$ cat src/hdl/soc_cfg.svh
`ifndef SOC_CFG_SVH
`define SOC_CFG_SVH

// Bus widths
`define SOC_ADDR_W 32
`define SOC_DATA_W 32

// RAM window in byte addresses
`define RAM_BASE 32'h0000_1000
`define RAM_SIZE 32'h0000_1000

// Word-interleave factor
// Power of two, 1 up to 8
`define NUM_BANKS 4

// Words per bank, follows from window size and interleave
`define BANK_DEPTH (`RAM_SIZE / 4 / `NUM_BANKS)

// Keyboard code register, read only
`define KEY_ADDR 32'h0000_2000

// Console transmit register, write only
`define UART_ADDR 32'h0000_2004

`endif

$ cat src/hdl/soc_pkg.sv
`include "soc_cfg.svh"

package soc_pkg;

    // Full byte address on the bus
    typedef logic [`SOC_ADDR_W-1:0] addr_t;

    // One bus data word
    typedef logic [`SOC_DATA_W-1:0] data_t;

    // Bank number, one bit kept even for a single bank
    typedef logic [$clog2(`NUM_BANKS > 1 ? `NUM_BANKS : 2)-1:0] bank_idx_t;

    // Word address inside one bank
    typedef logic [$clog2(`BANK_DEPTH)-1:0] word_idx_t;

    // Decoded keyboard code, also the console character
    typedef logic [7:0] key_code_t;

    // Source of the read now in flight
    // src_none_rd answers an unmapped or console read with zero
    typedef enum logic [1:0] {
        src_none,
        src_ram,
        src_key,
        src_none_rd
    } rd_src_e;

endpackage

$ cat src/hdl/bus_decoder.sv
`include "soc_cfg.svh"
`timescale 1ns/1ns

module bus_decoder (
    input  logic                   clock_50,
    input  logic                   key0,
    input  soc_pkg::addr_t         bus_addr,
    input  soc_pkg::data_t         bus_wdata,
    input  logic                   bus_wr,
    input  logic                   bus_rd,
    output logic [`NUM_BANKS-1:0]  bank_we,
    output logic [`NUM_BANKS-1:0]  bank_re,
    output soc_pkg::word_idx_t     bank_word,
    output soc_pkg::data_t         bank_wdata,
    output logic                   key_re,
    output logic                   uart_we,
    output soc_pkg::rd_src_e       rd_src,
    output soc_pkg::bank_idx_t     rd_bank
);

    import soc_pkg::*;

    logic      ram_sel;
    logic      key_sel;
    logic      uart_sel;
    addr_t     word_off;
    bank_idx_t bank;

    // Region compare against the address map
    assign ram_sel  = (bus_addr >= `RAM_BASE) && (bus_addr < `RAM_BASE + `RAM_SIZE);
    assign key_sel  = (bus_addr == `KEY_ADDR);
    assign uart_sel = (bus_addr == `UART_ADDR);

    // Word offset inside the RAM window
    assign word_off = (bus_addr - `RAM_BASE) >> 2;

    // Low word bits pick the bank, the rest pick the row
    assign bank      = bank_idx_t'(word_off % `NUM_BANKS);
    assign bank_word = word_idx_t'(word_off / `NUM_BANKS);

    // Write data goes to every bank, only the strobed one stores it
    assign bank_wdata = bus_wdata;

    // One-hot bank strobes
    always_comb begin
        for (int i = 0; i < `NUM_BANKS; i++) begin
            bank_we[i] = bus_wr && ram_sel && (bank == bank_idx_t'(i));
            bank_re[i] = bus_rd && ram_sel && (bank == bank_idx_t'(i));
        end
    end

    // Peripheral strobes
    assign key_re  = bus_rd && key_sel;
    assign uart_we = bus_wr && uart_sel;

    // Tag of the read, seen by the mux one cycle later
    // A new read simply overwrites the tag, so reads pipeline
    always_ff @(posedge clock_50 or negedge key0) begin
        if (!key0) begin
            rd_src  <= src_none;
            rd_bank <= '0;
        end else begin
            if (!bus_rd) begin
                rd_src <= src_none;
            end else if (ram_sel) begin
                rd_src <= src_ram;
            end else if (key_sel) begin
                rd_src <= src_key;
            end else begin
                // Console address and holes read back as zero
                rd_src <= src_none_rd;
            end
            if (bus_rd) begin
                rd_bank <= bank;
            end
        end
    end

endmodule

$ cat config.mk
export PLATFORM = sky130hd
export DESIGN_NAME = bus_decoder
export DESIGN_NICKNAME = d
export VERILOG_FILES = /design/src/hdl/soc_pkg.sv /design/src/hdl/bus_decoder.sv
export VERILOG_INCLUDE_DIRS = /design/src /design/src/hdl
export SDC_FILE = /design/constraint.sdc
export NUM_CORES = 1
export LEC_CHECK = 0
export BUFFER_PORTS_ARGS = -buffer_cell sky130_fd_sc_hd__buf_2
export CORE_AREA = 2 2 57 59
export DETAILED_ROUTE_END_ITERATION = 8
export DIE_AREA = 0 0 59 61
export PLACE_DENSITY = 0.86
export SLEW_MARGIN = 20
export SYNTH_ARGS = -nofsm -noshare
export SYNTH_HDL_FRONTEND = slang
export SYNTH_SLANG_ARGS = --single-unit
export TNS_END_PERCENT = 1
$ cat constraint.sdc
create_clock -name clock_50 -period 1.1 [get_ports clock_50]
set_input_delay 0.11 -clock clock_50 [delete_from_list [all_inputs] [get_ports clock_50]]
set_output_delay 0.11 -clock clock_50 [all_outputs]
set_load 0.03 [all_outputs]
; ---- After elaboration in Yosys (flattened, before gate mapping)
; Cells that the tools add are included.
[op_classes]
addsub = 1
magnitude_cmp = 2
eq_ne = 5
muxes = 3
reduce_logical = 14
[ops]
columns = cell, count
row1 = $eq 32x14->1 const B, 2
row2 = $ge 32x13->1 const B, 1
row3 = $lt 32x14->1 const B, 1
row4 = $logic_and 1x1->1, 13
row5 = $sub 12x1->12 const B, 1
row6 = $eq 2x2->1 const B, 2
row7 = $mux 2, 2
row8 = $eq 2x1->1 const B, 1
row9 = $logic_not 2->1, 1
row10 = $mux 1, 1
[word_totals]
regBits = 4
input_bits = 68
output_inout_bits = 54

; ---- Depth between registers and ports, before layout
[logic_depth]
ltp_word = 4
mapped_depth = 3
mapped_depth_nobuf = 3

; ---- Worst setup path after synthesis
; Ideal clock, no wire load.
[synth_path]
path_kind = input to output
startpoint = input port bus_addr[28]
endpoint = output port key_re
t_arrival_ps = 1670
required_time_ps = 990
path_slack_ps = -680
path_stages = 3
path_buffers = 0
cell_sequence = nor4_4 > nand4_2 > nor4_1
[synth_between]
elab_chain_len = 2
[synth_lines]
columns = item, line
row1 = from (decl), bus_decoder.sv:7  ; input soc_pkg::addr_t bus_addr,
row2 = $eq 32x14->1 (no line), --
row3 = $logic_and 1x1->1, bus_decoder.sv:53  ; assign key_re = bus_rd && key_sel;
row4 = to (decl), bus_decoder.sv:15  ; output logic key_re,
; No other way between the ends.

; ---- Final worst setup path
[layout_path]
startpoint = input port bus_addr[16]
endpoint = output port key_re
; Same word-level chain as after synthesis.

==> summary.md <==
The total of buffers placed on input and output ports was 57; the number of standard cells after synthesis was 80. The commonest cells after synthesis are sky130_fd_sc_hd__buf_4, sky130_fd_sc_hd__and4_1, sky130_fd_sc_hd__dfrtp_1, sky130_fd_sc_hd__nor4_1, sky130_fd_sc_hd__and3_1. The logs give 372 µm² for the area occupied by multi-input gates and 0.515 nW for the static power due to leakage. At the end of routability-driven placement, the weighted congestion stood at 0.725.

The initial antenna violation count is 0. Final wirelength: 1830 µm. The startpoint kind of the worst setup timing path was a primary input.

The async set-reset flop share out of synthesis was 1.00. For the required time at the worst-slack endpoint, the log shows 990 ps. Counting tap cells, the placed design contains a total of 141 instances. Of all cell types, the one taking the most synthesized area is sky130_fd_sc_hd__buf_4. The tools report the worst ir drop on vdd as 0.349 mV. Distinct cell type count of the synthesized netlist: 18.

In this run the remaining antenna-violating nets after routing total 0. The setup check on the worst reg-to-reg path leaves a slack of 360 ps. The cell row count was 20.

Dividing the detail-routed via count by the number of cells gives 4.60. The worst hold path begins at bus_rd. The number of nets handed over by synthesis was 148. Final-layout fill cell count: 310. The startpoint identified for the worst register-to-register timing path is rd_bank[1]. From synthesis to final layout, the design area changed by 48.3%. The die covers 3600 µm². In the final design database the tool counted 182 nets.

After synthesis the cells add up to 697 µm². For this run, the number of standard cells in the final layout without fillers is 145. The number of cell instances on the worst register-to-register path came out at 1. The number of clock sinks is 4. Max-cap violations in this run came to 0. Pin placement for this block handled 122 I/O pins. The number of pins with negative max-slew slack in the final report was 0; the maximum clock frequency was 758 MHz. For the post-layout worst setup margin, the log shows -220 ps.

Type of the worst setup path: primary input to output pin. In this run the horizontal extent of the chip is 59 µm. Across the routed clock network, the largest skew measured is 0 ps. The final reports fail on setup timing. The run gives 1210 ps as the signal arrival time at the worst endpoint.

Summed over all failing endpoints, the final setup total negative slack is -1880 ps. The area fraction of the dominant cell type after synthesis works out to 0.431. Before antenna repair, the detailed router went through 3 iterations. The average size of a mapped cell is 8.71 µm². After layout, the design draws a total of 611 µW.

The tools report the clock root buffer master as sky130_fd_sc_hd__clkbuf_4. The tools report the deepest level of the CTS H-tree as 1. The initial standard-cell utilization of the core is 0.236. The worst min-delay path endpoint was rd_src[0]. The maximum fanout along the worst path was 3; the number of antenna cells inserted was 0. The run gives 0.107 as the aggregate global-route resource usage. After clock tree synthesis, the clock-pin slew on the worst setup and hold paths is 30 ps. The logs give 0.821 for the worst-case headroom to the max-slew limit and -483 ps for the minimum setup slack after placement. The worst setup path is captured at an output pin. The run finished, with violations left.

Maximum buffer depth of the clock tree: 2. Class of the tightest hold or removal check: primary input to flop. The fraction of the cycle the final worst path needs was 1.20. Post-detailed-route DRC marker count: 0. In this run, CTS created clock tree buffers numbering 3. Among all cell types in the netlist, the one instantiated most often is sky130_fd_sc_hd__buf_4.

The routed design could run at a clock period as short as 1320 ps. TritonCTS built the clock tree. For the largest net degree at the start of global routing, the log shows 10. The endpoint identified for the worst register-to-register timing path is rd_bank[1]. The number of warning messages in the yosys log was 0; the number of flops mapped to enable cells by yosys was 0.

The post-synthesis sequential element count was 4; the first-pass GRT wire length was 2920 µm. Detailed placement ended at an HPWL of 1610 µm. The share of cells above drive strength 1 is 0.777. The worst hold path passes through 2 cells.

The run gives 0.144 as the sequential element share of the synthesized area. Final hold analysis gives a worst-case slack of 178 ps. The number of DRC violations after detailed-routing iteration 0 was 39.

Setup violations remaining at the end of the flow were counted as 10. Summed over all layers, the global routing overflow is 0. Most instantiated flip-flop cell in the synthesis netlist: sky130_fd_sc_hd__dfrtp_1. Across the whole layout, storage elements account for 100 µm². For the hold violation total from the final report, the log shows 0. The slew at the pin closest to its max-slew limit was 267 ps.

Setup repair after global routing could not meet its margin everywhere. In the final routed layout, each cell accounts on average for 12.6 µm. At the later pin of the worst-skew pair, clock insertion delay measures 230 ps. The via count of the routed design was 667; the core area was 2950 µm². By area the synthesized netlist is led by sky130_fd_sc_hd__buf_4, sky130_fd_sc_hd__dfrtp_1, sky130_fd_sc_hd__and4_1.

Post-CTS timing repair inserted 0 buffers for setup. The via count of the first global-routing pass was 699; the y dimension of the die was 61 µm. Power spread over the standard cell area amounts to 591 nW/µm².
## layer usage
| layer | track usage | routed length [µm] | up-vias |
|---|---|---|---|
| met2 | 0.205 | 955 | 57 |
| met5 | 0 | 0 | - |
| met3 | 0.0405 | 218 | 4 |
| met1 | 0.107 | 611 | 291 |
| met4 | 0.0325 | 40 | 0 |
| li1 | - | - | 315 |
## cells in the final DEF (no fill, tap or decap)
cell,instances
sky130_fd_sc_hd__buf_2,39
sky130_fd_sc_hd__buf_6,18
sky130_fd_sc_hd__buf_4,11
sky130_fd_sc_hd__nor4_4,6
sky130_fd_sc_hd__and4_1,6
sky130_fd_sc_hd__dfrtp_1,4
sky130_fd_sc_hd__and3_1,3
sky130_fd_sc_hd__clkbuf_4,3
sky130_fd_sc_hd__nor2_1,2
sky130_fd_sc_hd__nor2b_1,2
sky130_fd_sc_hd__and3_2,2
sky130_fd_sc_hd__inv_1,2
sky130_fd_sc_hd__mux2_2,2
sky130_fd_sc_hd__nand4_2,1
sky130_fd_sc_hd__nor4_1,1
sky130_fd_sc_hd__nor4b_2,1
sky130_fd_sc_hd__nand2_1,1
sky130_fd_sc_hd__nor4_2,1
sky130_fd_sc_hd__nand3_2,1
sky130_fd_sc_hd__o31a_1,1
sky130_fd_sc_hd__nor4b_4,1
sky130_fd_sc_hd__and4_4,1
sky130_fd_sc_hd__nand3_1,1
sky130_fd_sc_hd__a31oi_1,1
sky130_fd_sc_hd__dlygate4sd3_1,1
## area by class of cell
type                    instances  share of cell area
clock buffers                   3              0.0218
inverters                       2             0.00726
multi-input cells              34               0.360
flip-flops and latches          4              0.0969
well taps                      33              0.0400
repair buffers                 69               0.475
## report_power, final
part | internal [mW] | switching, mW
Combinational | 0.127 | 0.144
Sequential | 0.159 | 0.00350
Clock | 0.122 | 0.0559
Total | 0.408 | 0.203
## through the flow
stage | area, µm² | utilization
floorplan | 727 | -
global placement | 836 | 0.283
detailed placement | 836 | 0.283
CTS | 1020 | 0.344
global route | 1030 | 0.350
finish | 1030 | 0.350
## registers in the layout, indices dropped and copies added (netlist names)
name / count
rd_bank: 2
rd_src: 2
## cells by family after synthesis
family,after synthesis,synth area share
buffers and inverters,42,0.442
and+or+nand+nor,30,0.361
AOI/OAI and AO/OA,2,0.0216
DFF,4,0.144
muxes,2,0.0323
## repair_timing
| action | CTS | global route |
|---|---|---|
| endpoints found under the hold margin | 4 | 0 |
| pin swaps | 9 | 1 |
| resized for setup | 34 | 3 |
| setup endpoints to repair | 11 | 11 |
| hold buffers | 1 | 0 |
## how the worst max path moves through the flow
stage / from / endpoint / slack (ps) / cells past startpoint
after CTS: bus_addr[16] / key_re / -240 / 6
after floorplan: bus_addr[28] / uart_we / -250 / 3
after global routing: bus_addr[16] / uart_we / -310 / 5
final: bus_addr[16] / key_re / -220 / 6
after global placement: bus_addr[15] / bank_we[0] / -490 / 5
after detailed placement: bus_addr[15] / bank_re[0] / -480 / 5
## critical path, cell delays in order
cell and delay [ps]:
sky130_fd_sc_hd__buf_6 90, sky130_fd_sc_hd__nor4_4 320, sky130_fd_sc_hd__nand4_2 210, sky130_fd_sc_hd__buf_6 170, sky130_fd_sc_hd__nor4_4 130, sky130_fd_sc_hd__buf_6 170
Power figures use the tool's default switching activity.
