$ cat src/hdl/soc_cfg.svh
`ifndef SOC_CFG_SVH
`define SOC_CFG_SVH

// Bus widths
`define SOC_ADDR_W 32
`define SOC_DATA_W 32

// RAM window in byte addresses
`define RAM_BASE 32'h0000_1000
`define RAM_SIZE 32'h0000_1000

// Word-interleave factor
// Power of two, 1 up to 8
`define NUM_BANKS 4

// Words per bank, follows from window size and interleave
`define BANK_DEPTH (`RAM_SIZE / 4 / `NUM_BANKS)

// Keyboard code register, read only
`define KEY_ADDR 32'h0000_2000

// Console transmit register, write only
`define UART_ADDR 32'h0000_2004

`endif

$ cat src/hdl/soc_pkg.sv
`include "soc_cfg.svh"

package soc_pkg;

    // Full byte address on the bus
    typedef logic [`SOC_ADDR_W-1:0] addr_t;

    // One bus data word
    typedef logic [`SOC_DATA_W-1:0] data_t;

    // Bank number, one bit kept even for a single bank
    typedef logic [$clog2(`NUM_BANKS > 1 ? `NUM_BANKS : 2)-1:0] bank_idx_t;

    // Word address inside one bank
    typedef logic [$clog2(`BANK_DEPTH)-1:0] word_idx_t;

    // Decoded keyboard code, also the console character
    typedef logic [7:0] key_code_t;

    // Source of the read now in flight
    // src_none_rd answers an unmapped or console read with zero
    typedef enum logic [1:0] {
        src_none,
        src_ram,
        src_key,
        src_none_rd
    } rd_src_e;

endpackage

$ cat src/hdl/read_mux.sv
`include "soc_cfg.svh"
`timescale 1ns/1ns

module read_mux (
    input  logic                             clock_50,
    input  logic                             key0,
    input  soc_pkg::rd_src_e                 rd_src,
    input  soc_pkg::bank_idx_t               rd_bank,
    input  soc_pkg::data_t [`NUM_BANKS-1:0]  bank_rdata,
    input  soc_pkg::data_t                   key_rdata,
    output soc_pkg::data_t                   bus_rdata,
    output logic                             rd_valid
);

    import soc_pkg::*;

    data_t sel_data;

    // Pick the answer named by the tag
    always_comb begin
        case (rd_src)
            src_ram: begin
                sel_data = bank_rdata[rd_bank];
            end
            src_key: begin
                sel_data = key_rdata;
            end
            default: begin
                // Idle, unmapped or console read
                sel_data = '0;
            end
        endcase
    end

    // Second read stage, response to the bus
    always_ff @(posedge clock_50 or negedge key0) begin
        if (!key0) begin
            bus_rdata <= '0;
            rd_valid  <= 1'b0;
        end else begin
            // Any tag but none was a read strobe
            rd_valid <= (rd_src != src_none);
            if (rd_src != src_none) begin
                bus_rdata <= sel_data;
            end
        end
    end

endmodule

$ cat config.mk
export PLATFORM = sky130hd
export DESIGN_NAME = read_mux
export DESIGN_NICKNAME = d
export VERILOG_FILES = /design/src/hdl/soc_pkg.sv /design/src/hdl/read_mux.sv
export VERILOG_INCLUDE_DIRS = /design/src /design/src/hdl
export SDC_FILE = /design/constraint.sdc
export NUM_CORES = 1
export LEC_CHECK = 0
export BUFFER_PORTS_ARGS = -buffer_cell sky130_fd_sc_hd__buf_2
export CORE_MARGIN = 8
export CORE_UTILIZATION = 35
export CTS_CLUSTER_SIZE = 25
export DETAILED_ROUTE_END_ITERATION = 12
export GPL_ROUTABILITY_DRIVEN = 0
export PLACE_DENSITY = 0.85
export SLEW_MARGIN = 20
export SYNTH_ARGS = -nofsm -noshare
export SYNTH_HDL_FRONTEND = slang
export SYNTH_SLANG_ARGS = --single-unit
$ cat constraint.sdc
create_clock -name clock_50 -period 2.1 [get_ports clock_50]
set_input_delay 0.315 -clock clock_50 [delete_from_list [all_inputs] [get_ports clock_50]]
set_output_delay 0.315 -clock clock_50 [all_outputs]
set_load 0.05 [all_outputs]
== Word level (Yosys, flattened, before mapping) ==
Cells that the tools add are included.

* Register bits: 33
* Input port bits: 166
* Output and inout bits: 33
* Logic and storage cells: 9

* $lt $le $gt $ge: 1
* Equality and inequality tests: 2
* Muxes and demuxes: 3
* Reduce and logical (&&, ||, !) cells: 1

{| class="wikitable"
|+ Operators with widths
! operator !! count
|-
| $bmux 32 s2 || 1
|-
| $pmux 32 s2 || 1
|-
| $mux 32 || 1
|-
| $lt 2x3->1 const B || 1
|-
| $eq 2x1->1 const B || 1
|-
| $eq 2x2->1 const B || 1
|-
| $reduce_bool 2->1 || 1
|}

== Logic depth before layout (Yosys ltp) ==
Gate-level depths: netlist (run 1).

* Depth after elaboration: 3
* Depth in mapped cells: 7
* Gate-level depth less buffers: 5

== Worst setup path before layout (run 1) ==
No wires, ideal clock.

* Path kind: input to register
* From: input port rd_src[0]
* To: register bus_rdata[25]
* Arrival time: 1.362 ns
* Required time: 1.976 ns
* Setup slack: 0.614 ns
* Cell stages on the path: 7
* Path buffers: 2
* Cell sequence: inv_1 > ha_1 > nand4bb_1 > buf_2 > buf_4 > o22ai_1 > a211o_1

* Cells in the longest elaborated chain, start to end: 2

{| class="wikitable"
|+ RTL lines
! what !! line !! text
|-
| start: declaration || read_mux.sv:7 || <nowiki>input soc_pkg::rd_src_e rd_src,</nowiki>
|-
| $eq 2x2->1 or $eq 2x1->1 (tied branches) || read_mux.sv:21 || <nowiki>case (rd_src)</nowiki>
|-
| $pmux 32 s2 || read_mux.sv:21 ||
|-
| end signal: assignment || read_mux.sv:44 || <nowiki>bus_rdata <= sel_data;</nowiki>
|-
| end: declaration || read_mux.sv:11 || <nowiki>output soc_pkg::data_t bus_rdata,</nowiki>
|}

Parallel ways exist; a longest one is shown, timed or not.
A chain may end at the register's enable or synchronous reset.

== Worst setup path after layout (run 1) ==
* From: input port rd_src[0]
* To: register bus_rdata[5]

The elaborated chain is that of the path after synthesis.

==> results of run 1 <==
Yosys cell counts, drive strengths merged:
cell type / n
a211o: 32
buf: 18
clkbuf: 6
dfrtp: 33
ha: 3
inv: 3
mux2i: 64
nand2: 1
nand4b: 1
nand4bb: 1
nor3b: 32
o22ai: 32
kinds of logic (layout without fill, tap and decap cells):
logic type,Yosys count,count (layout)
DFF,33,33
buffers and inverters,27,215
and+or+nand+nor,35,35
muxes,64,64
adders and majority gates,3,3
AOI/OAI and AO/OA,64,64
per-stage QoR:
step	std cells	util (%)
after floorplan	226	-
after global placement	488	50.7
after detailed placement	488	50.7
after CTS	494	51.8
after global routing	494	51.8
final	494	51.8
report_power, final:
part           total (mW)  internal, mW  switching, mW
sequential          0.713         0.686         0.0274
clock               0.435         0.218          0.218
combinational       0.658         0.271          0.387
total                1.81          1.17          0.632
how the worst max path moves through the flow:
stage	to	slack [ns]	cells past startpoint
3_3_place_gp	bus_rdata[10]	0.47	7
3_5_place_dp	bus_rdata[24]	0.39	7
6_report	bus_rdata[5]	0.68	7
2_1_floorplan	bus_rdata[25]	0.61	7
5_1_grt	bus_rdata[25]	0.64	7
4_1_cts	bus_rdata[5]	0.69	7
critical path, stage by stage:
cell	delay, ns
buf_2	0.11
inv_1	0.08
ha_2	0.29
nand4bb_1	0.13
buf_4	0.24
o22ai_1	0.13
a211o_1	0.28
layout make-up:
type	count	share of cell area, %
clock inverters	1	0.143
multi-input cells	166	40.7
clock buffers	5	1.96
repair buffers	206	30.4
flip-flops and latches	33	23.6
well taps	80	2.86
inverters	3	0.322
routing by layer:
metal,up-vias,GRT usage [%]
met5,-,0
met4,0,4.89
met3,11,7.75
met2,134,31.1
met1,1194,16.9
li1,1258,-
state kept, by name, indices dropped and copies added, names as in the netlist:
signal,flops
rd_valid,1
bus_rdata,32
cell usage in the layout (no fill, tap or decap):
cell	synthesis	routed
o22ai_1	32	32
ha_1	3	2
dfrtp_1	33	33
clkinv_2	0	1
nand4b_1	1	1
buf_12	0	1
nand4bb_1	1	1
ha_2	0	1
a211o_1	32	32
nand2_1	1	1
clkbuf_8	0	5
mux2i_1	64	64
buf_2	7	197
buf_4	3	8
nor3b_1	32	32
inv_1	3	3
==> summary.md, run 1 <==
| Metric | Value |
|---|---|
| Max Clk Rate | 706 MHz |
| Placement Setup Slack | 0.393 ns |
| Synth area leaders | dfrtp_1 34%, mux2i_1 26%, a211o_1 12% |
| Cell area after layout | 3500 µm² |
| R2R Path Start | bus_rdata[24] |
| Layout area overhead | 44.6% |
| Register clock-pin slew on the reported worst setup and hold paths | 0.06 ns |
| Highest metal used | met4 |
| Largest family of logic cells by synthesized area | multiplexers |
| Static leakage | 2.16 nW |
| Routed Wire Length | 8.74 mm |
| Final hold viol count | 0 |
| Seq cells post-synth | 33 |
| Row Count | 30 |
| Synth Instances | 226 |
| R2R Path End | bus_rdata[24] |
| Core area | 6760 µm² |
| CP max FO | 18 |
| Die Span Y | 99.2 µm |
| Sequential share of the synthesized area | 34.1% |
| RSZ-0062 raised after global routing | false |
| Tcrit/Tclk final | 67.4% |
| Post-synthesis compound-gate area fraction | 19.8% |
| CTS resizes | 0 |
| Remaining global-route overflow | 0 |
| CP Launch Point | rd_src[0] |
| Area of the multi-input gates | 1430 µm² |
| Critical path class | in2reg |
| Post-CTS Hold Fix Bufs | 0 |
| Detail Route Antenna Nets | 0 |
| Max IR drop VDD | 226 µV |
| Overall power | 1.81 mW |
| Number of global-route vias before repair | 2,921 |
| Max_cap viols | 0 |
| Synth warn | 0 |
| Via/cell ratio | 5.26 |
| TritonCTS Buffers | 5 |
| Storage element area | 826 µm² |
| Met1 wire length | 3.28 mm |
| Final Skew | 0 ns |
| Total track usage | 17.0% |
| Largest net degree at the start of global routing | 65 |
| Min Clock Period, post-route | 1.42 ns |
| Worst-margin pin slew | 0.750 ns |
| Critical Path End Type | flip-flop |
| Wire length on met3 | 974 µm |
| Post-synthesis mux area share | 26.4% |
| Pre-Repair DR Iteration Count | 4 |
| Drt drc | 0 |
| Clock latency on the worst-skew pair | 0.27 ns |
| N_diodes | 0 |
| Final worst slack | 0.684 ns |
| Setup slack, reg-to-reg | 1.30 ns |
| Post-synth top area cell | dfrtp_1 |
| Yosys cell types | 15 |
| Postcts setup bufs | 0 |
| Pins over their slew limit | 0 |
| Hpwl dp | 6.98 mm |
| Syn_nets | 395 |
| Share of post-route cells with drive strength above 1 | 51.4% |
| # IOs | 199 |
| Top cell type's share of synthesized area | 34.1% |
| Vias | 2,597 |
| Nets@finish | 584 |
| Worst Hold Slack | 0.0925 ns |
| Final setup viols | 0 |
| Cell Area, Placed | 3430 µm² |
| IO buf count | 198 |
| CTS Buffer Depth | 2 |
| Slew Limit Headroom | 50.0% |
| Initial Util | 35.9% |
| WP data arrival | 1.58 ns |
| Depth of the CTS H-tree | 2 |
| 1st-iter DRT viols | 52 |
| # clock sinks | 33 |
| XOR/XNOR share of the synthesized area | 0% |
| Die extent in x | 99.2 µm |
| Worst Hold Class | in2async |
| Syn_area_per_cell | 10.7 µm² |
| Post-Syn Area | 2420 µm² |
| Crit path required time | 2.26 ns |
| Synth Area in Adders | 1.55% |
| First-pass GRT wire length | 13.7 mm |
| Setup tns final | 0 ns |
| Routed wire length per instance | 17.7 µm |
| Reg2reg path depth | 1 |
| Post-Synth Simple-Gate Area | 10.9% |
| Met2 Routed Length | 4.36 mm |
| Worst setup SP type | input port |
| Initial antenna violation count | 0 |
| # fillers | 614 |
| CTS tree | built |
| Root Driver | clkbuf_8 |
| Status | complete, no violations |
| Power density over the cells | 516 nW/µm² |
| Die area | 9840 µm² |
No activity file was read; power rests on OpenSTA's default activity.
==> inputs of run 2 (changes only) <==
clock period = 1.34 ns   (was 2.1 ns; I/O delays follow)
==> summary.md, run 2 (synthesis results as in run 1) <==
| Metric | Value |
|---|---|
| Max Clk Rate | 785 MHz |
| Final Skew | 0 ns (unchanged) |
| Final hold viol count | 0 (unchanged) |
| Drt drc | 0 (unchanged) |
| IO buf count | 198 (unchanged) |
| Remaining global-route overflow | 0 (unchanged) |
| RSZ-0062 raised after global routing | false |
| Dpl cells | 495 (+1.4%) |
| Status | complete, no violations |
| Biggest register | bus_rdata |
| Detail Route Antenna Nets | 0 (unchanged) |
| Root Driver | clkbuf_8 |
| Layout area overhead | 49.3% |
| Routed wire length per instance | 17.8 µm (+0.42%) |
| Crit path required time | 1.50 ns (-0.76 ns) |
| Initial antenna violation count | 0 (unchanged) |
| Clock latency on the worst-skew pair | 0.27 ns (about the same) |
| Reg2reg path depth | 1 (unchanged) |
| Pre-Repair DR Iteration Count | 4 (unchanged) |
| Min Clock Period, post-route | 1.27 ns |
| Seq pwr share | 38.6% (-0.9 points) |
| R2R Path Start | bus_rdata[24] |
| Row Count | 30 (unchanged) |
| Area of the multi-input gates | 1430 µm² (unchanged) |
| Share of post-route cells with drive strength above 1 | 51.7% (+0.20 points) |
| Postcts setup bufs | 0 (unchanged) |
| Most frequent cells in the layout | 197 x buf_2, 64 x mux2i_1, 33 x dfrtp_1 |
| First-pass GRT wire length | 14.2 mm (+3.8%) |
| Sw Share | 34.5% (-0.43 points) |
| Critical Path End Type | flip-flop |
| Total track usage | 17.7% (+0.62 points) |
| Critical path class | in2reg |
| Hpwl dp | 7.39 mm (+5.8%) |
| # clock sinks | 33 (unchanged) |
| Final setup viols | 0 (unchanged) |
| Initial Util | 35.9% (unchanged) |
| # fillers | 611 (-0.49%) |
| Die area | 9840 µm² (unchanged) |
| Combinational power share | 36.9% (+0.5 points) |
| N_diodes | 0 (unchanged) |
| 1st-iter DRT viols | 67 (+29%) |
| Die extent in x | 99.2 µm (unchanged) |
| R2R Path End | bus_rdata[24] |
| WHS Endpoint | bus_rdata[22] |
| Register clock-pin slew on the reported worst setup and hold paths | 0.07 ns (about the same) |
| Via/cell ratio | 5.25 (about the same) |
| Fin cells | 504 (+2.0%) |
| Max IR drop VDD | 409 µV (+81%) |
| WP data arrival | 1.43 ns (-0.15 ns) |
| Worst setup SP type | input port |
| TritonCTS Buffers | 5 (unchanged) |
| # IOs | 199 (unchanged) |
| Max reg flops | 32 (unchanged) |
| Cell Int Power | 1.90 mW (+61%) |
| CTS tree | built |
| CTS Buffer Depth | 2 (unchanged) |
| Worst hold path depth | 3 |
| Commonest non-fill, non-tap cell in the layout | buf_2 |
| Setup tns final | 0 ns (unchanged) |
| Routed Wire Length | 8.95 mm (+2.4%) |
| Core area | 6760 µm² (unchanged) |
| Power density over the cells | 801 nW/µm² (+55%) |
| Worst Hold Class | in2reg |
| Depth of the CTS H-tree | 2 (unchanged) |
| Worst Hold Slack | 0.299 ns (+0.207 ns) |
| Tcrit/Tclk final | 95.0% |
| Nets@finish | 592 (+1.4%) |
| Static leakage | 2.22 nW (+2.6%) |
| Number of global-route vias before repair | 3,026 (+3.6%) |
| Slew Limit Headroom | 72.5% (+23 points) |
| Hold path startpoint | key_rdata[22] |
| Storage element area | 826 µm² (unchanged) |
| Worst-margin pin slew | 0.412 ns (-0.338 ns) |
| CP max FO | 20 (+2) |
| Pins over their slew limit | 0 (unchanged) |
| Die Span Y | 99.2 µm (unchanged) |
| Psw | 1.00 mW (+58%) |
| Max_cap viols | 0 (unchanged) |
| Vias | 2,648 (+2.0%) |
| Largest registers | bus_rdata (32), rd_valid (1) |
| Clock share of power | 24.4% (+0.3 points) |
| Largest net degree at the start of global routing | 41 (-37%) |
| Setup slack, reg-to-reg | 0.53 ns (-0.77 ns) |
-- run 2: how the worst max path moves through the flow --
stage,start,endpoint,slack [ns]
after detailed placement,rd_src[1],bus_rdata[18],-0.27
final,rd_src[1],bus_rdata[18],0.07
after CTS,rd_src[1],bus_rdata[18],0.03
after floorplan,rd_src[1],bus_rdata[0],-0.008
after global placement,rd_src[1],bus_rdata[17],-0.18
after global routing,rd_src[1],bus_rdata[1],0.02
-- run 2: critical path: stages --
cell	delay, ns
buf_2	0.11
inv_1	0.08
ha_2	0.29
nand4bb_1	0.15
buf_6	0.21
o22ai_1	0.11
a211o_1	0.28
-- run 2: repair_timing --
item / CTS / global route
gates resized for setup: 0 / 2
setup endpoints to repair: 0 / 18
hold buffers: 1 / 0
hold endpoints to repair: 15 / 0
-- run 2: metrics by stage --
stage               worst slack [ns]  area [µm²]  power, mW  util, %
floorplan                   -0.00762        2440       1.78        -
global placement              -0.183        3520       2.18     52.1
detailed placement            -0.269        3520       2.21     52.1
CTS                           0.0335        3610       2.94     53.4
global route                  0.0206        3620       3.06     53.5
finish                        0.0665        3620       2.90     53.5
-- run 2: final cells by class --
| class | instances | area share (%) |
|---|---|---|
| Clock buffer | 8 | 2.21 |
| Inverter | 3 | 0.311 |
| Multi-Input combinational cell | 166 | 39.4 |
| Sequential cell | 33 | 22.8 |
| Tap cell | 80 | 2.77 |
| Timing Repair Buffer | 214 | 32.5 |
-- run 2: layer usage --
metal / GRT usage (%) / vias to the layer above / share of wire, %
li1: - / 1286 / -
met1: 17.3 / 1226 / 37
met2: 34.3 / 130 / 53
met3: 6.22 / 6 / 9.3
met4: 4.31 / 0 / 0.68
met5: 0 / - / 0
-- run 2: power by group through the flow --
stage,clock network [mW],registers (mW),logic (mW)
after CTS,0.741,1.12,1.08
final,0.708,1.12,1.07
after floorplan,0,1.41,0.367
after global placement,0,1.13,1.05
after detailed placement,0,1.13,1.07
after global routing,0.786,1.13,1.15
