`src/hdl/soc_cfg.svh`:
```
`ifndef SOC_CFG_SVH
`define SOC_CFG_SVH

// Bus widths
`define SOC_ADDR_W 32
`define SOC_DATA_W 32

// RAM window in byte addresses
`define RAM_BASE 32'h0000_1000
`define RAM_SIZE 32'h0000_1000

// Word-interleave factor
// Power of two, 1 up to 8
`define NUM_BANKS 4

// Words per bank, follows from window size and interleave
`define BANK_DEPTH (`RAM_SIZE / 4 / `NUM_BANKS)

// Keyboard code register, read only
`define KEY_ADDR 32'h0000_2000

// Console transmit register, write only
`define UART_ADDR 32'h0000_2004

`endif

```
`src/hdl/soc_pkg.sv`:
```
`include "soc_cfg.svh"

package soc_pkg;

    // Full byte address on the bus
    typedef logic [`SOC_ADDR_W-1:0] addr_t;

    // One bus data word
    typedef logic [`SOC_DATA_W-1:0] data_t;

    // Bank number, one bit kept even for a single bank
    typedef logic [$clog2(`NUM_BANKS > 1 ? `NUM_BANKS : 2)-1:0] bank_idx_t;

    // Word address inside one bank
    typedef logic [$clog2(`BANK_DEPTH)-1:0] word_idx_t;

    // Decoded keyboard code, also the console character
    typedef logic [7:0] key_code_t;

    // Source of the read now in flight
    // src_none_rd answers an unmapped or console read with zero
    typedef enum logic [1:0] {
        src_none,
        src_ram,
        src_key,
        src_none_rd
    } rd_src_e;

endpackage

```
`src/hdl/io_regs.sv`:
```
`timescale 1ns/1ns

module io_regs (
    input  logic               clock_50,
    input  logic               key0,
    input  logic               key_valid,
    input  soc_pkg::key_code_t key_code,
    input  logic               key_re,
    output soc_pkg::data_t     key_rdata,
    input  logic               uart_we,
    input  soc_pkg::data_t     bus_wdata,
    output logic               uart_valid,
    output soc_pkg::key_code_t uart_data,
    input  logic               irq_ack,
    output logic [3:0]         irq_vector
);

    import soc_pkg::*;

    // Last code from the keyboard
    key_code_t key_q;

    logic key_set;
    logic irq_clr;

    // Latch every decoded code, zero included
    always_ff @(posedge clock_50 or negedge key0) begin
        if (!key0) begin
            key_q <= '0;
        end else if (key_valid) begin
            key_q <= key_code;
        end
    end

    // Key read stage, zero-extended to a bus word
    always_ff @(posedge clock_50 or negedge key0) begin
        if (!key0) begin
            key_rdata <= '0;
        end else if (key_re) begin
            key_rdata <= data_t'(key_q);
        end
    end

    // One strobe per console write
    always_ff @(posedge clock_50 or negedge key0) begin
        if (!key0) begin
            uart_valid <= 1'b0;
            uart_data  <= '0;
        end else begin
            uart_valid <= uart_we;
            if (uart_we) begin
                // Low byte is the character
                uart_data <= key_code_t'(bus_wdata);
            end
        end
    end

    // Only a nonzero code raises the interrupt
    assign key_set = key_valid && (key_code != '0);
    assign irq_clr = irq_ack && (irq_vector != '0);

    // Pending interrupt, held until acknowledged
    always_ff @(posedge clock_50 or negedge key0) begin
        if (!key0) begin
            irq_vector <= '0;
        end else if (irq_clr) begin
            irq_vector <= '0;
        end else if (key_set && !irq_ack) begin
            // Ack in the same cycle beats a new key
            irq_vector <= 4'd1;
        end
    end

endmodule

```
`config.mk`:
```
export PLATFORM = sky130hd
export DESIGN_NAME = io_regs
export DESIGN_NICKNAME = d
export VERILOG_FILES = /design/src/hdl/soc_pkg.sv /design/src/hdl/io_regs.sv
export VERILOG_INCLUDE_DIRS = /design/src /design/src/hdl
export SDC_FILE = /design/constraint.sdc
export NUM_CORES = 1
export LEC_CHECK = 0
export BUFFER_PORTS_ARGS = -buffer_cell sky130_fd_sc_hd__buf_4
export CAP_MARGIN = 5
export CORE_MARGIN = 8
export CORE_UTILIZATION = 35
export CTS_CLUSTER_SIZE = 28
export DETAILED_ROUTE_END_ITERATION = 6
export GPL_ROUTABILITY_DRIVEN = 1
export HOLD_SLACK_MARGIN = 0.08
export PLACE_DENSITY_LB_ADDON = 0.2
export SETUP_SLACK_MARGIN = 0.15
export SLEW_MARGIN = 25
export SYNTH_ARGS = -nofsm -noshare
export SYNTH_HDL_FRONTEND = slang
export SYNTH_SLANG_ARGS = --single-unit
```
`constraint.sdc`:
```
create_clock -name clock_50 -period 0.86 [get_ports clock_50]
set_clock_uncertainty 0.1 [all_clocks]
set_input_delay 0.043 -clock clock_50 [delete_from_list [all_inputs] [get_ports clock_50]]
set_output_delay 0.043 -clock clock_50 [all_outputs]
set_load 0.02 [all_outputs]
```
==> After elaboration in Yosys (flattened, before gate mapping) <==
Index checks and enable logic that the tools add are counted.
{ "word_totals": {"input_bits": 46, "output_inout_bits": 45, "mem_bits_ro": 0, "latchBits": 0, "wordCells": 14, "ff_bits": 29, "mem_count": 0, "ram_bits": 0} }
{ "op_classes": {"reduce_logical": 7, "mul": 0, "muxes": 2, "shifts": 0, "n_addsub": 0, "n_bitwise": 0, "n_lt_le_gt_ge": 0, "n_div": 0, "n_eq_ne": 0} }
{ "ops": {"columns": ["op", "n"], "rows": [
  ["$mux 4", 2],
  ["$reduce_bool 8->1", 1],
  ["$reduce_bool 4->1", 1],
  ["$logic_and 1x1->1", 3],
  ["$reduce_bool 2->1", 1],
  ["$logic_not 1->1", 1]
]} }

==> Longest topological paths before layout <==
Gate-level depths: netlist of run 1.
{ "logic_depth": {"ltp_word": 5, "ltp_mapped": 3, "ltp_nobuf": 3} }

==> Worst setup path before layout of run 1 <==
Ideal clock, no wire load.
{ "synth_path": {"path_type": "input port to flip-flop", "from": "in key_code[7]", "to": "reg irq_vector[0]", "setup_ps": 122, "t_arrival_ps": 740, "required_time_ps": 638, "path_buffers": 0, "cell_stages": 3, "setup_slack_ps": -102, "cell_sequence": "or4_1 -> o21ai_1 -> a21oi_1"} }
{ "synth_via": {"elab_chain_len": 4} }
{ "synth_rtl": {"columns": ["item", "line", "rtl"], "rows": [
  ["from (decl)", "io_regs.sv:7", "input soc_pkg::key_code_t key_code,"],
  ["$reduce_bool 8->1", "io_regs.sv:59", "assign key_set = key_valid && (key_code != '0);"],
  ["$logic_and 1x1->1", "io_regs.sv:59", null],
  ["$logic_and 1x1->1", "io_regs.sv:68", "end else if (key_set && !irq_ack) begin"],
  ["$reduce_bool 2->1 (no source line)", null, null],
  ["to (signal assigned)", "io_regs.sv:65", "irq_vector <= '0;"],
  ["to (signal assigned)", "io_regs.sv:67", "irq_vector <= '0;"],
  ["to (signal assigned)", "io_regs.sv:70", "irq_vector <= 4'd1;"],
  ["to (decl)", "io_regs.sv:15", "output logic [3:0] irq_vector"]
]} }
Every way passes these cells.
A chain may end at the register's enable or synchronous reset.

==> Worst setup path after layout of run 1 <==
{ "layout_path": {"from": "reg key_rdata[2]", "to": "out key_rdata[2]"} }
{ "layout_lines": {"columns": ["item", "line", "rtl"], "rows": [
  ["from (decl)", "io_regs.sv:9", "output soc_pkg::data_t key_rdata,"],
  ["from (signal assigned)", "io_regs.sv:40", "key_rdata <= data_t'(key_q);"]
]} }
No word-level cell between the ends.

==> results.tsv, run 1 <==
stage	metric	value	unit
die	row_count	21	
drt	ant_nets	0	
layout	finalNonFillerCells	178	
yosys	yosysWarnings	0	
drt	wire_per_inst	13.54	um
layout	fin_nets	179	
global_routing	antenna_found_initial	0	
yosys	synth_edf_count	0	
drt	vias	711	
placement	port_buffers	39	
placement	routabilityCongestion	0.6708	
worst_setup_path	required	0.72	ns
yosys	synth_cell_types	10	
layout	fill_cells	305	
worst_setup_path	max_stage_delay	0.44	ns
yosys	yosys.area.top_type_share	55.38	%
power	ir_drop	0.001358	V
drt	drt_pass1_iterations	2	
yosys	async_reset_ff_share	100.0	%
die	core_area	3284	um2
timing	finalWorstSetupSlack	-0.2811	ns
worst_setup_path	path_cells	buf_6 > buf_6	
clock_network	cts_tree	built	
timing	holdWs	-0.1823	ns
global_routing	grt.total_usage	8.592	%
yosys	synth_most_common_cell	buf_4	
yosys	synthTopCellsByArea	dfrtp_1, mux2_2, buf_4	
yosys	synth_top_cell_by_area	dfrtp_1	
drt	dr.first_iter.drc_count	26	
die	die_h	73.94	um
clock_network	cts-htree-levels	1	
drt	wl	2410	um
worst_setup_path	cp_slowest_cell	dfrtp_2	
global_routing	grt_overflow	0	
layout	drive_above_1_share	68.94	%
timing	setup_tns	-3.695	ns
clock_network	cts_hold_buffers	2	
placement	dp_hpwl	1863	um
clock_network	cts-buffers-inserted	3	
worst_setup_path	worst_path_most_repeated_cell	buf_6	
job	max-cap-violations	0	
clock_network	worstSkewPairLatency	0.32	ns
yosys	syn_inst	86	
die	die_area	5466	um2
timing	rsz0062_at_grt	yes	
placement	dpl.cell_count	171	
worst_hold_path	min_path_type	input pin to register	
worst_setup_path	critPathLaunchType	register	
clock_network	root_buffer	clkbuf_4	
timing	setup_violations	35	
power	power_density	1895	nW/um2
clock_network	cts_sinks	26	
layout	diodes	0	
worst_setup_path	path_class	register to output port	
power	p_leak	0.7661	nW
yosys	synth_area	1175	um2
drt	viasPerCell	3.994	
yosys	ys.flop_type	dfrtp_1	
yosys	postSynthAreaPerCell	13.66	um2
status	status	finished, violations left	
worst_setup_path	cp-end-kind	output port	
global_routing	grt_start_max_net_pins	27	
layout	syn2layout_area_growth	39.30	%
timing	min_period	1.141	ns
worst_setup_path	worstPathMaxFanout	2	
timing	max_freq	876.3	MHz
clock_network	cts_buffer_depth	2	
die	boundaryPins	91	
die	die_w	73.94	um
global_routing	grt_pass1_vias	782	
clock_network	clkSlewWorstSetupHoldPaths	0.14	ns
worst_setup_path	crit_arrival	1.00	ns
timing	min_period_over_period	132.7	%
yosys	seq_area_frac_synth	55.38	%
global_routing	grt_pass1_wl	3615	um
status	violations	hold timing, setup timing	
timing	drv_slew	0	
yosys	synth_seq_cells	26	
yosys	synth_common_cells	buf_4, dfrtp_1, mux2_2	
drt	drc	0	
die	initial_core_util	35.77	%
timing	finalHoldViolCount	26	
-- state kept, by name (all words and copies together) (netlist names) --
register and count:
key_q 8, uart_data 8, uart_valid 1, irq_vector 1, key_rdata 8
-- layer usage --
layer	global-route usage, %	wire length (um)	vias to the layer above
li1	-	-	324
met1	9.408	891	344
met2	13.67	1156	41
met3	5.391	347	2
met4	1.996	13	0
met5	0	0	-
-- placed cells by master (no fill, tap or decap) --
| cell type | netlist | layout |
|---|---|---|
| dfrtp_2 | 0 | 16 |
| o21ai_1 | 1 | 1 |
| dfrtp_1 | 26 | 10 |
| clkbuf_4 | 0 | 3 |
| or4_4 | 1 | 1 |
| buf_6 | 0 | 24 |
| mux2_4 | 0 | 2 |
| buf_4 | 27 | 20 |
| mux2_2 | 24 | 22 |
| or4_1 | 1 | 1 |
| bufinv_16 | 0 | 1 |
| dlygate4sd3_1 | 0 | 2 |
| inv_2 | 0 | 1 |
| conb_1 | 1 | 27 |
| a21oi_2 | 0 | 1 |
-- report_power, final --
group          total, mW  leakage (nW)  switching (mW)  internal, mW
Combinational      0.807         0.449           0.384         0.423
Clock              0.831        0.0279           0.360         0.471
Sequential          1.46         0.289          0.0873          1.38
-- stage by stage --
stage / setup WS, ns / area, um2 / util (%) / hold slack (ns) / power [mW]
finish: -0.2811 / 1637 / 49.83 / -0.1823 / 3.101
global route: -0.3344 / 1637 / 49.83 / -0.2091 / 3.257
CTS: -0.3013 / 1618 / 49.26 / -0.1968 / 3.135
detailed placement: -0.2459 / 1455 / 44.30 / -0.1285 / 2.176
global placement: -0.2343 / 1455 / 44.30 / -0.1301 / 2.166
floorplan: -0.1002 / 1292 / - / -0.3526 / 1.942
-- critical path, delay by kind of cell (launching register included) --
kind                   cells  cell delay (ns)
DFF                        1             0.44
buffers and inverters      2             0.24
-- repair_timing --
action                     in CTS  in global routing
setup endpoints to repair      43                 43
hold endpoints to repair       52                 52
setup buffers                   0                  1
pin swaps                       3                  0
resized for setup              24                  4
-- layout make-up --
cell class                      count  area (um2)  share of cell area, %
Clock inverter                      1       30.03                  1.835
Clock buffer                        3       22.52                  1.376
Sequential cell                    26       670.6                  40.98
Inverter                            1       3.754                 0.2294
Tap cell                           46       57.56                  3.517
Timing Repair Buffer               46       440.4                  26.91
Multi-Input combinational cell     55       411.6                  25.15
-- cells by family (layout without fill, tap and decap cells) --
| group | count (synthesis) | count (layout) | synth area share, % |
|---|---|---|---|
| simple gates | 2 | 2 | 1.598 |
| other cells | 1 | 27 | 0.3192 |
| compound gates | 2 | 2 | 0.8512 |
| buf+inv | 31 | 51 | 18.85 |
| flops | 26 | 26 | 55.38 |
| mux | 24 | 24 | 23.00 |
-- final timing paths --
check	slack, ns	start	cells past startpoint	end
setup / recovery	-0.28	key_rdata[2]$_DFFE_PN0P_	2	key_rdata[2]
hold / removal	-0.18	uart_we	1	uart_valid$_DFF_PN0_
setup reg to reg	-0.04	uart_data[1]$_DFFE_PN0P_	1	uart_data[1]$_DFFE_PN0P_
hold reg to reg	0.41	key_q[2]$_DFFE_PN0P_	1	key_rdata[2]$_DFFE_PN0P_
max in group asynchronous	0.34	key0	2	uart_data[0]$_DFFE_PN0P_
min in group asynchronous	0.04	key0	2	key_q[1]$_DFFE_PN0P_
No activity file was read; power rests on OpenSTA's default activity.
==> inputs of run 2 (changes only) <==
- SETUP_SLACK_MARGIN: 0.15 -> not set
==> run 2 against run 1 <==
  * The run still ends with hold timing, setup timing left
  * Die area did not move
  * Critical path depth did not move
  * Clock power barely moved
  * Final area rose by 4.2%
  * Maximum frequency rose by 0.34%
  * Utilization rose by 2.1 points
  * Worst setup slack improved by 0.0038 ns
  * Final cell count rose by 4.5%
  * Critical path type unchanged
  * Critical endpoint unchanged
==> results.tsv, run 2 (synthesized netlist as in run 1, its figures left out) <==
stage	metric	value	unit
timing	holdWs	-0.1834	ns
timing	finalWorstSetupSlack	-0.2773	ns
clock_network	root_buffer	clkbuf_4	
die	initial_core_util	35.77	%
die	boundaryPins	91	
power	intPower	2.289	mW
layout	layout_common_cells	conb_1, buf_4, mux2_2	
placement	routabilityCongestion	0.6708	
placement	port_buffers	39	
clock_network	cts_sinks	26	
job	max-cap-violations	0	
power	p_leak	0.7960	nW
drt	wl	2448	um
die	core_area	3284	um2
drt	dr.first_iter.drc_count	22	
layout	layout_commonest_cell	conb_1	
clock_network	cts_tree	built	
global_routing	grt_overflow	0	
drt	ant_nets	0	
global_routing	grt_pass1_vias	814	
timing	max_freq	879.3	MHz
die	die_h	73.94	um
die	die_area	5466	um2
worst_setup_path	crit_family	flip-flops	
global_routing	grt.total_usage	9.014	%
drt	viasPerCell	3.919	
worst_setup_path	critPathLaunchType	register	
die	die_w	73.94	um
clock_network	cts-htree-levels	1	
status	violations	hold timing, setup timing	
layout	drive_above_1_share	65.00	%
layout	fin_nets	187	
power	combPwrFrac	26.6	%
clock_network	cts-buffers-inserted	3	
layout	diodes	0	
power	power_density	1831	nW/um2
placement	dp_slack	-0.2459	ns
placement	dp_hpwl	1863	um
power	ir_drop	0.001464	V
drt	vias	729	
clock_network	cts_buffer_depth	2	
layout	final_util	51.92	%
worst_setup_path	crit_arrival	0.99	ns
drt	wire_per_inst	13.16	um
power	p_seq_share	46.8	%
clock_network	cts_hold_buffers	11	
worst_setup_path	path_cells	buf_6 > buf_6	
drt	drc	0	
power	p_sw_share	26.70	%
worst_setup_path	cp-end-kind	output port	
timing	min_period_over_period	132.2	%
drt	drt_pass1_iterations	2	
worst_setup_path	cp_slowest_cell	dfrtp_2	
timing	drv_slew	0	
worst_setup_path	max_stage_delay	0.44	ns
worst_setup_path	path_class	register to output port	
timing	min_period	1.137	ns
global_routing	antenna_found_initial	0	
clock_network	clkSlewWorstSetupHoldPaths	0.14	ns
power	switchingPower	833.8	uW
clock_network	worstSkewPairLatency	0.32	ns
die	row_count	21	
layout	syn2layout_area_growth	45.15	%
timing	finalHoldViolCount	26	
global_routing	grt_start_max_net_pins	27	
worst_setup_path	critPathBufInv	2	
timing	setup_tns	-3.674	ns
layout	top_regs	key_q x8, key_rdata x8, uart_data x8	
global_routing	grt_pass1_wl	3788	um
timing	rsz0062_at_grt	yes	
status	status	finished, violations left	
worst_setup_path	worstPathMaxFanout	2	
worst_hold_path	min_path_type	input pin to register	
worst_setup_path	worst_path_most_repeated_cell	buf_6	
power	pwr-share-clk	26.6	%
timing	setup_violations	35	
worst_setup_path	required	0.72	ns
-- run 2: metal layers --
metal,wire length [um],GRT usage (%),vias up
met4,13,1.996,0
met2,1185,14.75,41
met1,870,9.327,348
met3,378,6.065,2
li1,-,-,338
met5,0,0,-
-- run 2: final timing paths --
kind                                              to                     start  slack [ns]  depth (start not counted)
max                                     key_rdata[2]  key_rdata[2]$_DFFE_PN0P_       -0.28                          2
min                             uart_valid$_DFF_PN0_                   uart_we       -0.18                          1
max reg2reg                 uart_data[1]$_DFFE_PN0P_  uart_data[1]$_DFFE_PN0P_       -0.05                          1
min reg2reg                 key_rdata[2]$_DFFE_PN0P_      key_q[2]$_DFFE_PN0P_        0.41                          1
max in group asynchronous   uart_data[0]$_DFFE_PN0P_                      key0        0.34                          2
min in group asynchronous  irq_vector[0]$_DFFE_PN0P_                      key0        0.04                          2
-- run 2: stage by stage --
| step | instance area [um2] | std cells | hold WS, ns | power (mW) |
|---|---|---|---|---|
| after floorplan | 1292 | 112 | -0.3526 | 1.942 |
| after global routing | 1705 | 186 | -0.2085 | 3.291 |
| after detailed placement | 1455 | 171 | -0.1285 | 2.176 |
| after CTS | 1697 | 186 | -0.1705 | 3.160 |
| after global placement | 1455 | 171 | -0.1301 | 2.166 |
| final | 1705 | 186 | -0.1834 | 3.122 |
-- run 2: power by group through the flow --
stage | clock (mW) | sequential (mW) | combinational [mW]
2_1_floorplan | 0 | 1.59 | 0.355
3_3_place_gp | 0 | 1.46 | 0.707
3_5_place_dp | 0 | 1.47 | 0.711
4_1_cts | 0.867 | 1.46 | 0.830
5_1_grt | 0.925 | 1.48 | 0.886
6_report | 0.829 | 1.46 | 0.832
-- run 2: cell type report --
| class | instances | area (um2) |
|---|---|---|
| sequential | 26 | 670.6 |
| clock buffer | 3 | 22.52 |
| clock inverter | 1 | 30.03 |
| fill | 293 | 1579 |
| timing repair buffer | 54 | 509.2 |
| tap | 46 | 57.56 |
| multi-input combinational | 55 | 411.6 |
| inverter | 1 | 3.754 |
-- run 2: repair_timing --
action | CTS | global route
gates cloned | 0 | 0
endpoints found under the setup margin | 35 | 42
resized for setup | 21 | 4
buffers inserted | 0 | 1
endpoints found under the hold margin | 52 | 50
==> inputs of run 3 (changes only) <==
==> constraint.sdc (replaced) <==
create_clock -name clock_50 -period 0.86 [get_ports clock_50]
set_clock_uncertainty 0.1 [all_clocks]
set_input_delay 0.172 -clock clock_50 [delete_from_list [all_inputs] [get_ports clock_50]]
set_output_delay 0.172 -clock clock_50 [all_outputs]
set_load 0.02 [all_outputs]
==> run 3 against run 2 <==
  * Via count decreased by 2.5%
  * Highest routed layer unchanged
  * Largest power group unchanged
  * Die area unchanged
  * First-iteration DRC count decreased by 82%
  * Worst setup slack got worse by 0.021 ns
  * Clock-buffer cell count increased by 1
  * Sequential power about the same
  * Register-to-register slack about the same
  * Sequential cell count unchanged
  * Critical path depth decreased by 1
  * The run still ends with hold timing, setup timing left
  * Global-route usage decreased by 0.61 points
  * Final cell count decreased by 5.9%
==> results.tsv, run 3 (synthesized netlist as in run 1, its figures left out) <==
stage	metric	value	unit
layout	layout_common_cells	conb_1, mux2_2, buf_6	
worst_setup_path	crit_arrival	0.89	ns
placement	dp_hpwl	1919	um
placement	routabilityCongestion	0.7387	
die	die_h	73.94	um
global_routing	antenna_found_initial	0	
drt	vias	711	
worst_hold_path	hp-start	uart_we	
power	p_total	2.745	mW
status	status	finished, violations left	
worst_setup_path	cp-end-kind	output port	
worst_setup_path	r2r_slack	-0.04	ns
clock_network	clkSlewWorstSetupHoldPaths	0.13	ns
worst_setup_path	critPathLaunchType	register	
timing	holdWs	-0.05697	ns
layout	layout_commonest_cell	conb_1	
power	power_density	1741	nW/um2
timing	finalWorstSetupSlack	-0.2985	ns
drt	wire_per_inst	13.71	um
global_routing	grt_overflow	0	
timing	finalHoldViolCount	16	
clock_network	cts-buffers-inserted	3	
global_routing	grt_pass1_wl	3574	um
clock_network	cts_tree	built	
clock_network	worstSkewPairLatency	0.31	ns
layout	final_util	48.00	%
timing	setup_violations	36	
worst_setup_path	required	0.59	ns
layout	diodes	0	
power	ir_drop	0.0008129	V
worst_setup_path	crit_family	flip-flops	
worst_hold_path	min_path_type	input pin to register	
global_routing	grt_pass1_vias	739	
timing	drv_slew	0	
clock_network	cts_hold_buffers	2	
timing	setup_tns	-5.534	ns
die	die_area	5466	um2
worst_setup_path	max_stage_delay	0.44	ns
worst_setup_path	r2r_cells	1	
power	p_leak	0.7340	nW
drt	routed.top_layer	met4	
drt	wl_met3	241	um
drt	wl	2399	um
worst_setup_path	path_class	register to output port	
placement	port_buffers	39	
layout	fin_nets	176	
worst_setup_path	worstPathMaxFanout	2	
worst_setup_path	critPathBufInv	1	
job	max-cap-violations	0	
clock_network	cts_buffer_depth	2	
drt	viasPerCell	4.063	
clock_network	cts-htree-levels	1	
layout	syn2layout_area_growth	34.19	%
worst_setup_path	path_cells	buf_6	
drt	wirelength_met1	848	um
die	boundaryPins	91	
layout	top_regs	key_q x8, key_rdata x8, uart_data x8	
worst_setup_path	reg2reg_to	key_rdata[4]$_DFFE_PN0P_	
layout	drive_above_1_share	66.67	%
worst_setup_path	cp_slowest_cell	dfrtp_2	
drt	dr.first_iter.drc_count	4	
layout	finalNonFillerCells	175	
timing	min_period	1.158	ns
placement	placed_cell_area	1433	um2
die	core_area	3284	um2
die	initial_core_util	35.77	%
drt	drt_pass1_iterations	4	
timing	rsz0062_at_grt	yes	
worst_hold_path	min_delay_path_depth	1	
placement	dpl.cell_count	168	
worst_hold_path	min_to	uart_valid$_DFF_PN0_	
status	violations	hold timing, setup timing	
clock_network	root_buffer	clkbuf_4	
drt	met2WireLength	1284	um
layout	final_area	1577	um2
drt	ant_nets	0	
clock_network	cts_sinks	26	
global_routing	grt_start_max_net_pins	27	
timing	max_freq	863.2	MHz
global_routing	grt.total_usage	8.406	%
timing	min_period_over_period	134.7	%
die	row_count	21	
placement	dp_slack	-0.3765	ns
die	die_w	73.94	um
drt	drc	0	
worst_setup_path	rr_startpoint	key_rdata[4]$_DFFE_PN0P_	
-- run 3: timing repair --
action,4_1_cts,5_1_grt
resized for setup,20,4
setup buffers,0,1
pin swaps,3,3
hold endpoints to repair,44,17
endpoints found under the setup margin,35,40
-- run 3: layout make-up --
type / instances / area, um2
multi-input combinational: 55 / 407.9
inverter: 1 / 3.754
clock buffer: 4 / 26.28
sequential: 26 / 670.6
tap: 46 / 57.56
timing repair buffer: 43 / 410.4
fill: 301 / 1708
-- run 3: power by group --
part	switching, mW	internal (mW)
logic	0.377	0.383
registers	0.0857	1.38
clock network	0.343	0.181
-- run 3: worst max-delay path by stage --
stage	startpoint	endpoint	depth (start not counted)
floorplan	key_code[1]	irq_vector[0]$_DFFE_PN0P_	3
global placement	key_code[1]	irq_vector[0]$_DFFE_PN0P_	4
detailed placement	key_code[1]	irq_vector[0]$_DFFE_PN0P_	4
CTS	uart_data[1]$_DFFE_PN0P_	uart_data[1]	1
global route	key_rdata[2]$_DFFE_PN0P_	key_rdata[2]	1
finish	key_rdata[4]$_DFFE_PN0P_	key_rdata[4]	1
-- run 3: routing by layer --
| metal | GRT usage, % | vias up |
|---|---|---|
| li1 | - | 316 |
| met2 | 14.84 | 32 |
| met5 | 0 | - |
| met4 | 4.656 | 0 |
| met3 | 1.482 | 2 |
| met1 | 9.274 | 361 |
